[src/logic/frontend_pkg.sv]
// Frontend shared definitions
`default_nettype none

package frontend_pkg;

  // ==============================
  // Widths
  // ==============================
  localparam int unsigned PLEN        = 32;
  localparam int unsigned ILEN        = 32;
  localparam int unsigned FETCH_WIDTH = 2;
  localparam int unsigned LINE_WORDS  = 4;

  // ==============================
  // Data types
  // ==============================
  typedef logic [PLEN-1:0] addr_t;
  typedef logic [ILEN-1:0] instr_t;

  // Slot 0 holds the lower address
  typedef instr_t [FETCH_WIDTH-1:0] fetch_group_t;

  // Word k at byte offset 4k
  typedef logic [LINE_WORDS*ILEN-1:0] line_t;

  typedef logic [2:0]                     epoch_t;
  typedef logic [$clog2(FETCH_WIDTH)-1:0] slot_idx_t;

  // ==============================
  // State encodings
  // ==============================
  typedef enum logic [1:0] {IFU_REQ, IFU_WAIT, IFU_OUT} ifu_state_e;
  typedef enum logic [1:0] {IC_IDLE, IC_MISS_REQ, IC_REFILL, IC_RESP} icache_state_e;

endpackage : frontend_pkg

`default_nettype wire

[src/logic/frontend_ifs.sv]
// Frontend internal links
`default_nettype none

// Fetch unit to branch predictor
interface bpu_if;
  import frontend_pkg::*;

  logic      req_valid;
  addr_t     req_pc;
  logic      pred_valid;
  addr_t     pred_npc;
  logic      pred_slot_valid;
  slot_idx_t pred_slot_idx;
  addr_t     pred_target;

  modport ifu (output req_valid, req_pc,
               input  pred_valid, pred_npc, pred_slot_valid, pred_slot_idx, pred_target);
  modport bpu (input  req_valid, req_pc,
               output pred_valid, pred_npc, pred_slot_valid, pred_slot_idx, pred_target);
endinterface : bpu_if

// Fetch unit to instruction cache
interface icache_if;
  import frontend_pkg::*;

  logic         req_valid;
  logic         req_ready;
  addr_t        req_pc;
  logic         flush;
  logic         rsp_valid;
  fetch_group_t rsp_data;

  modport ifu   (output req_valid, req_pc, flush,
                 input  req_ready, rsp_valid, rsp_data);
  modport cache (input  req_valid, req_pc, flush,
                 output req_ready, rsp_valid, rsp_data);
endinterface : icache_if

`default_nettype wire

[src/logic/bpu.sv]
// Branch target buffer
`default_nettype none

module bpu #(
  parameter int unsigned BTB_ENTRIES = 8
) (
  input  logic                clk_i,
  input  logic                rst_n_i,
  bpu_if.bpu                  bpu,
  input  logic                update_valid_i,
  input  logic                update_is_cond_i,
  input  logic                update_taken_i,
  input  frontend_pkg::addr_t update_pc_i,
  input  frontend_pkg::addr_t update_target_i
);
  import frontend_pkg::*;

  localparam int unsigned IDX_W = $clog2(BTB_ENTRIES);
  localparam int unsigned TAG_W = PLEN - 2 - IDX_W;

  logic [BTB_ENTRIES-1:0] btb_valid_q;
  logic [TAG_W-1:0]       btb_tag_q    [BTB_ENTRIES];
  addr_t                  btb_target_q [BTB_ENTRIES];
  logic [1:0]             btb_ctr_q    [BTB_ENTRIES];

  logic             look_taken;
  slot_idx_t        look_idx;
  addr_t            look_target;
  addr_t            look_npc;
  logic [IDX_W-1:0] upd_idx;
  logic             upd_hit;
  logic [1:0]       upd_ctr;

  // ==============================
  // Lookup
  // ==============================
  always_comb begin
    addr_t            slot_pc;
    logic [IDX_W-1:0] slot_idx;
    look_taken  = 1'b0;
    look_idx    = '0;
    look_target = '0;
    look_npc    = {bpu.req_pc[PLEN-1:3], 3'b000} + addr_t'(8);
    for (int s = 0; s < FETCH_WIDTH; s++) begin
      slot_pc  = {bpu.req_pc[PLEN-1:3], s[0], 2'b00};
      slot_idx = slot_pc[2 +: IDX_W];
      // Slots below the fetch PC are skipped; first taken slot wins
      if (!look_taken && slot_pc >= bpu.req_pc && btb_valid_q[slot_idx] &&
          btb_tag_q[slot_idx] == slot_pc[PLEN-1 -: TAG_W] && btb_ctr_q[slot_idx][1]) begin
        look_taken  = 1'b1;
        look_idx    = slot_idx_t'(s);
        look_target = btb_target_q[slot_idx];
        look_npc    = btb_target_q[slot_idx];
      end
    end
  end

  // Result one cycle after the request
  always_ff @(posedge clk_i or negedge rst_n_i) begin
    if (!rst_n_i) begin
      bpu.pred_valid <= 1'b0;
    end else begin
      bpu.pred_valid <= bpu.req_valid;
    end
  end

  always_ff @(posedge clk_i) begin
    if (bpu.req_valid) begin
      bpu.pred_slot_valid <= look_taken;
      bpu.pred_slot_idx   <= look_idx;
      bpu.pred_target     <= look_target;
      bpu.pred_npc        <= look_npc;
    end
  end

  // ==============================
  // Training
  // ==============================
  assign upd_idx = update_pc_i[2 +: IDX_W];
  assign upd_hit = btb_valid_q[upd_idx] && btb_tag_q[upd_idx] == update_pc_i[PLEN-1 -: TAG_W];

  always_comb begin
    if (!update_is_cond_i) begin
      upd_ctr = 2'd3;
    end else if (!upd_hit) begin
      upd_ctr = update_taken_i ? 2'd2 : 2'd1;
    end else if (update_taken_i) begin
      upd_ctr = (btb_ctr_q[upd_idx] == 2'd3) ? 2'd3 : btb_ctr_q[upd_idx] + 2'd1;
    end else begin
      upd_ctr = (btb_ctr_q[upd_idx] == 2'd0) ? 2'd0 : btb_ctr_q[upd_idx] - 2'd1;
    end
  end

  always_ff @(posedge clk_i or negedge rst_n_i) begin
    if (!rst_n_i) begin
      btb_valid_q <= '0;
    end else if (update_valid_i) begin
      btb_valid_q[upd_idx] <= 1'b1;
    end
  end

  always_ff @(posedge clk_i) begin
    if (update_valid_i) begin
      btb_tag_q[upd_idx]    <= update_pc_i[PLEN-1 -: TAG_W];
      btb_target_q[upd_idx] <= update_target_i;
      btb_ctr_q[upd_idx]    <= upd_ctr;
    end
  end

endmodule : bpu

`default_nettype wire

[src/logic/icache.sv]
// Direct-mapped instruction cache
`default_nettype none

module icache #(
  parameter  int unsigned ICACHE_SETS = 8,
  localparam int unsigned IDX_W       = $clog2(ICACHE_SETS)
) (
  input  logic                clk_i,
  input  logic                rst_n_i,
  icache_if.cache             ifu,
  output logic                miss_req_valid_o,
  input  logic                miss_req_ready_i,
  output frontend_pkg::addr_t miss_req_paddr_o,
  output logic [IDX_W-1:0]    miss_req_index_o,
  input  logic                refill_valid_i,
  output logic                refill_ready_o,
  input  frontend_pkg::addr_t refill_paddr_i,
  input  frontend_pkg::line_t refill_data_i
);
  import frontend_pkg::*;

  localparam int unsigned TAG_W = PLEN - 4 - IDX_W;

  icache_state_e state_q;
  logic          lookup_q;
  logic          drop_q;
  addr_t         pc_q;

  logic [ICACHE_SETS-1:0] valid_q;
  logic [TAG_W-1:0]       tag_q  [ICACHE_SETS];
  line_t                  data_q [ICACHE_SETS];

  logic [IDX_W-1:0] idx;
  logic [IDX_W-1:0] refill_idx;
  line_t            rd_line;
  logic             hit;
  logic             req_fire;
  logic             refill_fire;

  assign idx         = pc_q[4 +: IDX_W];
  assign refill_idx  = refill_paddr_i[4 +: IDX_W];
  assign rd_line     = data_q[idx];
  assign hit         = valid_q[idx] && tag_q[idx] == pc_q[PLEN-1 -: TAG_W];
  assign req_fire    = ifu.req_valid && ifu.req_ready;
  assign refill_fire = refill_valid_i && refill_ready_o;

  // No new request while a lookup is in flight
  assign ifu.req_ready    = (state_q == IC_IDLE) && !lookup_q;
  assign miss_req_valid_o = (state_q == IC_MISS_REQ);
  assign miss_req_paddr_o = {pc_q[PLEN-1:4], 4'h0};
  assign miss_req_index_o = idx;
  assign refill_ready_o   = (state_q == IC_REFILL);

  // ==============================
  // Control FSM
  // ==============================
  always_ff @(posedge clk_i or negedge rst_n_i) begin
    if (!rst_n_i) begin
      state_q       <= IC_IDLE;
      lookup_q      <= 1'b0;
      drop_q        <= 1'b0;
      ifu.rsp_valid <= 1'b0;
    end else begin
      ifu.rsp_valid <= 1'b0;
      lookup_q      <= req_fire;
      unique case (state_q)
        IC_IDLE: begin
          drop_q <= 1'b0;
          if (lookup_q && !ifu.flush) begin
            if (hit) begin
              ifu.rsp_valid <= 1'b1;
            end else begin
              state_q <= IC_MISS_REQ;
            end
          end
        end
        IC_MISS_REQ: if (miss_req_ready_i) state_q <= IC_REFILL;
        IC_REFILL:   if (refill_fire) state_q <= IC_RESP;
        IC_RESP: begin
          // Refilled line is in the array now
          ifu.rsp_valid <= !drop_q && !ifu.flush;
          state_q       <= IC_IDLE;
        end
        default: state_q <= IC_IDLE;
      endcase
      // Miss keeps going but its answer is owed to nobody
      if (ifu.flush && state_q != IC_IDLE) drop_q <= 1'b1;
    end
  end

  always_ff @(posedge clk_i) begin
    if (req_fire) pc_q <= ifu.req_pc;
    // Half-line picked by address bit 3
    ifu.rsp_data <= rd_line[{pc_q[3], 6'd0} +: FETCH_WIDTH*ILEN];
  end

  // ==============================
  // Arrays
  // ==============================
  always_ff @(posedge clk_i or negedge rst_n_i) begin
    if (!rst_n_i) begin
      valid_q <= '0;
    end else if (refill_fire) begin
      valid_q[refill_idx] <= 1'b1;
    end
  end

  always_ff @(posedge clk_i) begin
    if (refill_fire) begin
      tag_q[refill_idx]  <= refill_paddr_i[PLEN-1 -: TAG_W];
      data_q[refill_idx] <= refill_data_i;
    end
  end

endmodule : icache

`default_nettype wire

[src/logic/ifu.sv]
// Instruction fetch unit
`default_nettype none

module ifu #(
  parameter frontend_pkg::addr_t RESET_PC = '0
) (
  input  logic                                              clk_i,
  input  logic                                              rst_n_i,
  bpu_if.ifu                                                bpu,
  icache_if.ifu                                             icache,
  input  logic                                              flush_i,
  input  frontend_pkg::addr_t                               redirect_pc_i,
  output logic                                              ibuffer_valid_o,
  input  logic                                              ibuffer_ready_i,
  output frontend_pkg::fetch_group_t                        ibuffer_data_o,
  output frontend_pkg::addr_t                               ibuffer_pc_o,
  output logic [frontend_pkg::FETCH_WIDTH-1:0]              ibuffer_slot_valid_o,
  output frontend_pkg::addr_t [frontend_pkg::FETCH_WIDTH-1:0] ibuffer_pred_npc_o,
  output frontend_pkg::epoch_t                              ibuffer_fetch_epoch_o
);
  import frontend_pkg::*;

  ifu_state_e state_q;
  addr_t      pc_q;
  epoch_t     epoch_q;

  // Saved prediction
  logic      pred_slot_valid_q;
  slot_idx_t pred_slot_idx_q;
  addr_t     pred_target_q;
  addr_t     pred_npc_q;

  logic                         req_fire;
  logic                         out_fire;
  logic [FETCH_WIDTH-1:0]       slot_valid;
  addr_t [FETCH_WIDTH-1:0]      slot_npc;

  assign req_fire = icache.req_valid && icache.req_ready;
  assign out_fire = ibuffer_valid_o && ibuffer_ready_i;

  // Cache and BPU see the same request
  assign icache.req_valid = (state_q == IFU_REQ) && !flush_i;
  assign icache.req_pc    = pc_q;
  assign icache.flush     = flush_i;
  assign bpu.req_valid    = req_fire;
  assign bpu.req_pc       = pc_q;

  assign ibuffer_pc_o          = pc_q;
  assign ibuffer_fetch_epoch_o = epoch_q;

  always_comb begin
    for (int s = 0; s < FETCH_WIDTH; s++) begin
      slot_valid[s] = (s >= int'(pc_q[2]));
      slot_npc[s]   = {pc_q[PLEN-1:3], 3'b000} + addr_t'(4 * s + 4);
      if (pred_slot_valid_q && s > int'(pred_slot_idx_q)) slot_valid[s] = 1'b0;
      if (pred_slot_valid_q && s == int'(pred_slot_idx_q)) slot_npc[s] = pred_target_q;
    end
  end

  // ==============================
  // Fetch FSM
  // ==============================
  always_ff @(posedge clk_i or negedge rst_n_i) begin
    if (!rst_n_i) begin
      state_q         <= IFU_REQ;
      pc_q            <= RESET_PC;
      epoch_q         <= '0;
      ibuffer_valid_o <= 1'b0;
    end else if (flush_i) begin
      state_q         <= IFU_REQ;
      pc_q            <= redirect_pc_i;
      epoch_q         <= epoch_q + 3'd1;
      ibuffer_valid_o <= 1'b0;
    end else begin
      unique case (state_q)
        IFU_REQ:  if (req_fire) state_q <= IFU_WAIT;
        IFU_WAIT: begin
          if (icache.rsp_valid) begin
            state_q         <= IFU_OUT;
            ibuffer_valid_o <= 1'b1;
          end
        end
        IFU_OUT: begin
          if (out_fire) begin
            state_q         <= IFU_REQ;
            ibuffer_valid_o <= 1'b0;
            pc_q            <= pred_npc_q;
          end
        end
        default: state_q <= IFU_REQ;
      endcase
    end
  end

  always_ff @(posedge clk_i) begin
    if (state_q == IFU_WAIT && bpu.pred_valid) begin
      pred_slot_valid_q <= bpu.pred_slot_valid;
      pred_slot_idx_q   <= bpu.pred_slot_idx;
      pred_target_q     <= bpu.pred_target;
      pred_npc_q        <= bpu.pred_npc;
    end
    if (state_q == IFU_WAIT && icache.rsp_valid) begin
      ibuffer_data_o       <= icache.rsp_data;
      ibuffer_slot_valid_o <= slot_valid;
      ibuffer_pred_npc_o   <= slot_npc;
    end
  end

endmodule : ifu

`default_nettype wire

[src/logic/frontend.sv]
// Instruction front end top
`default_nettype none

module frontend #(
  parameter int unsigned         ICACHE_SETS = 8,
  parameter int unsigned         BTB_ENTRIES = 8,
  parameter frontend_pkg::addr_t RESET_PC    = '0
) (
  input  logic                                                clk_i,
  input  logic                                                rst_n_i,

  // ==============================
  // Backend side
  // ==============================
  output logic                                                ibuffer_valid_o,
  input  logic                                                ibuffer_ready_i,
  output frontend_pkg::fetch_group_t                          ibuffer_data_o,
  output frontend_pkg::addr_t                                 ibuffer_pc_o,
  output logic [frontend_pkg::FETCH_WIDTH-1:0]                ibuffer_slot_valid_o,
  output frontend_pkg::addr_t [frontend_pkg::FETCH_WIDTH-1:0] ibuffer_pred_npc_o,
  output frontend_pkg::epoch_t                                ibuffer_fetch_epoch_o,
  input  logic                                                flush_i,
  input  frontend_pkg::addr_t                                 redirect_pc_i,
  input  logic                                                update_valid_i,
  input  logic                                                update_is_cond_i,
  input  logic                                                update_taken_i,
  input  frontend_pkg::addr_t                                 update_pc_i,
  input  frontend_pkg::addr_t                                 update_target_i,

  // ==============================
  // Memory side
  // ==============================
  output logic                                                miss_req_valid_o,
  input  logic                                                miss_req_ready_i,
  output frontend_pkg::addr_t                                 miss_req_paddr_o,
  output logic [$clog2(ICACHE_SETS)-1:0]                      miss_req_index_o,
  input  logic                                                refill_valid_i,
  output logic                                                refill_ready_o,
  input  frontend_pkg::addr_t                                 refill_paddr_i,
  input  frontend_pkg::line_t                                 refill_data_i
);

  bpu_if    bpu_bus ();
  icache_if icache_bus ();

  ifu #(
    .RESET_PC(RESET_PC)
  ) i_ifu (
    .clk_i                (clk_i),
    .rst_n_i              (rst_n_i),
    .bpu                  (bpu_bus.ifu),
    .icache               (icache_bus.ifu),
    .flush_i              (flush_i),
    .redirect_pc_i        (redirect_pc_i),
    .ibuffer_valid_o      (ibuffer_valid_o),
    .ibuffer_ready_i      (ibuffer_ready_i),
    .ibuffer_data_o       (ibuffer_data_o),
    .ibuffer_pc_o         (ibuffer_pc_o),
    .ibuffer_slot_valid_o (ibuffer_slot_valid_o),
    .ibuffer_pred_npc_o   (ibuffer_pred_npc_o),
    .ibuffer_fetch_epoch_o(ibuffer_fetch_epoch_o)
  );

  bpu #(
    .BTB_ENTRIES(BTB_ENTRIES)
  ) i_bpu (
    .clk_i           (clk_i),
    .rst_n_i         (rst_n_i),
    .bpu             (bpu_bus.bpu),
    .update_valid_i  (update_valid_i),
    .update_is_cond_i(update_is_cond_i),
    .update_taken_i  (update_taken_i),
    .update_pc_i     (update_pc_i),
    .update_target_i (update_target_i)
  );

  icache #(
    .ICACHE_SETS(ICACHE_SETS)
  ) i_icache (
    .clk_i           (clk_i),
    .rst_n_i         (rst_n_i),
    .ifu             (icache_bus.cache),
    .miss_req_valid_o(miss_req_valid_o),
    .miss_req_ready_i(miss_req_ready_i),
    .miss_req_paddr_o(miss_req_paddr_o),
    .miss_req_index_o(miss_req_index_o),
    .refill_valid_i  (refill_valid_i),
    .refill_ready_o  (refill_ready_o),
    .refill_paddr_i  (refill_paddr_i),
    .refill_data_i   (refill_data_i)
  );

endmodule : frontend

`default_nettype wire

[config.mk]
export PLATFORM = sky130hd
export DESIGN_NAME = frontend
export DESIGN_NICKNAME = d
export VERILOG_FILES = /design/src/logic/frontend_pkg.sv /design/src/logic/frontend_ifs.sv /design/src/logic/bpu.sv /design/src/logic/icache.sv /design/src/logic/ifu.sv /design/src/logic/frontend.sv
export SDC_FILE = /design/constraint.sdc
export NUM_CORES = 2
export LEC_CHECK = 0
export BUFFER_PORTS_ARGS = -buffer_cell sky130_fd_sc_hd__buf_2
export CAP_MARGIN = 0
export CORE_UTILIZATION = 55
export DETAILED_ROUTE_END_ITERATION = 8
export HOLD_SLACK_MARGIN = 0.05
export PLACE_DENSITY_LB_ADDON = 0.2
export RECOVER_POWER = 50
export REMOVE_ABC_BUFFERS = 1
export SLEW_MARGIN = 20
export SYNTH_ARGS = -nofsm -noshare
export SYNTH_HDL_FRONTEND = slang
export SYNTH_HIERARCHICAL = 1
export SYNTH_SLANG_ARGS = --single-unit
[constraint.sdc]
create_clock -name clk_i -period 11.63 [get_ports clk_i]
set_input_delay 1.7445 -clock clk_i [delete_from_list [all_inputs] [get_ports clk_i]]
set_output_delay 1.7445 -clock clk_i [all_outputs]
set_load 0.1 [all_outputs]
==> reports/metrics.cfg <==
[global_routing]
use_met3_pct = 7.91
grt.overflow.total = 0
grt.met2_usage_pct = 39.3
grt.busiest_layer = met2
grt_antenna_before_repair = 53
grt_max_degree = 129
grt_pass1_wl_mm = 278
first_global_vias = 41100
grt_usage_pct = 25.4
grt_use_met1_pct = 34.6

[timing]
setup-tns-final_ps = 0
fmax_mhz = 136
finalSetupViolCount = 0
period_minus_slack_ps = 7340
slew_viol_final = 518
fin_crit_sh_pct = 63.1
rsz0062_at_grt = false
max_slew_margin_pct = -180
hold_viol = 0
worstMarginPinSlew_ps = 4200
skew_ps = 51.9

[route]
wl_per_cell_um = 29.0
antenna_left = 0
wl_mm = 192
drcViolationCount = 2
routed_via_density = 6.11
drt-pass1-iter-count = 7
drtIter0Drc = 3406
vias = 40500

[layout]
post-route-util_pct = 62.5
drive_above_1_share_pct = 26.6
area_growth_pct = 12.8
fin_cells = 6622
fin_nets = 4677
fin_area_sq_um = 93600

[cts]
cts_max_level = 4
clkTransAtPathRegs_ps = 60
postCtsSetupBuffers = 0
clock-sinks = 2127
cts_buffers = 208
cts_tree = done
clockBufferDepth = 3
cts_hold_buffers = 0
clk-insertion-delay-late_ps = 830
cts_root_buf = clkbuf_16
cts.repair.resized = 0

[placement]
io_buffers = 457
gp_congestion = 0.811
place_area_sq_um = 87000
dp_hpwl_mm = 112
numPlacedInstances = 6210

[die]
die-area_sq_um = 152000
start_util_pct = 55.4
core.rowCount = 142
core_sq_um = 150000
die-width_um = 390
die_h_um = 390
io-pin-count = 468

[min_path]
holdPathStages = 0
hold_path.class = register to register

[worst_setup_path]
crit_required_ps = 12210
cp.arrival_ps = 7920
cp_max_fo = 56
r2r.worst_path.cells = 11
start_kind = register
critPathCaptureType = register
critPathKind = register to register

[power_and_ir_drop]
power.density_nw_per_um2 = 201
p_leak_nw = 30.3
totalPowerFinal_mw = 18.8
peakVddDrop_mv = 0.189

[yosys]
netlist_area_sq_um = 83000
avgSynthCellArea_sq_um = 21.1
yosys_warnings = 6
synth_cells = 3934

[run]
maxCapViolCount = 16

[outcome]
outcome = complete, but fails checks
violations = design-rule violations, max-capacitance violations, max-slew violations

## where the power goes
part | switching [mW] | leakage, nW | internal (mW)
logic | 1.65 | 7.57 | 1.22
clock network | 2.87 | 3.38 | 3.89
registers | 0.285 | 19.4 | 8.91
total | 4.80 | 30.3 | 14.0
## path summary, 6_finish.rpt
| path | slack, ps | to | start |
|---|---|---|---|
| min | 400 | i_ifu/ibuffer_data_o[32] | i_icache/ifu.rsp_data[32] |
| min reg2reg | 400 | i_ifu/ibuffer_data_o[32] | i_icache/ifu.rsp_data[32] |
| max reg2reg | 4290 | i_bpu/bpu.pred_npc[27] | i_ifu/bpu.req_pc[4] |
| min in group asynchronous | 2380 | i_ifu/ibuffer_fetch_epoch_o[1] | rst_n_i |
| max | 4290 | i_bpu/bpu.pred_npc[27] | i_ifu/bpu.req_pc[4] |
| max in group asynchronous | 6800 | i_icache/valid_q[5] | rst_n_i |
## through the flow
step                      hold slack (ps)  setup slack [ps]
after floorplan                       386             -2900
after global placement                386              5570
after detailed placement              389              5530
after CTS                             393              6020
after global routing                  403              4120
final                                 400              4290
## cells in the final DEF, fill, tap and decap left out, types with 11 or more instances in the layout
master,n
nor2_1,53
or4_1,11
clkbuf_1,296
xnor2_1,68
a31oi_1,19
a22oi_1,32
buf_2,241
nand2_1,153
o21bai_1,20
xor2_1,57
nand2b_1,14
bufinv_16,20
mux4_2,500
clkinv_2,37
clkbuf_16,209
clkinv_1,32
and3_1,24
o21ai_0,62
nand3_1,36
inv_1,13
a21oi_1,32
dfxtp_1,64
o31ai_1,11
clkbuf_8,17
mux2i_1,136
or2_2,16
diode_2,17
edfxtp_1,2000
and4_1,15
dfrtp_1,60
nand4_1,46
mux2_2,40
buf_4,67
## flip-flops by register name (all words and copies together) (netlist names), 32 cells and up, named ones only
signal,cells
i_icache/data_q,1024
i_bpu/btb_target_q,256
i_bpu/btb_tag_q,216
i_icache/tag_q,200
i_icache/ifu.rsp_data,64
i_ifu/ibuffer_data_o,64
i_ifu/ibuffer_pred_npc_o,64
i_bpu/bpu.pred_npc,32
i_ifu/bpu.req_pc,32
i_ifu/pred_npc_q,32
i_ifu/pred_target_q,32
## critical path: stages (launching register included)
cell and delay (ps):
dfrtp_1 1590, clkbuf_1 1600, mux4_2 470, xnor2_1 250, nand4_1 200, or4_1 600, nor4_4 290, buf_4 280
buf_4 610, nand2b_1 620, buf_4 340, o21bai_1 110
## area by class of cell
cell class                      instances  area, sq um
Antenna cell                           17         42.5
Fill cell                           10300        56200
Tap cell                             2016         2520
Inverter                               14         52.6
Timing Repair Buffer                  554         2670
Multi-Input combinational cell       1500        18400
Clock buffer                          279         5660
Clock inverter                        115         1310
Sequential cell                      2127        62900
## per-layer routing
metal	share of wire (%)	up-vias
met2	48	1627
met3	10	370
met1	39	21300
met4	2.8	68
li1	-	17100
met5	0.23	-
No activity file was read; power rests on OpenSTA's default activity.
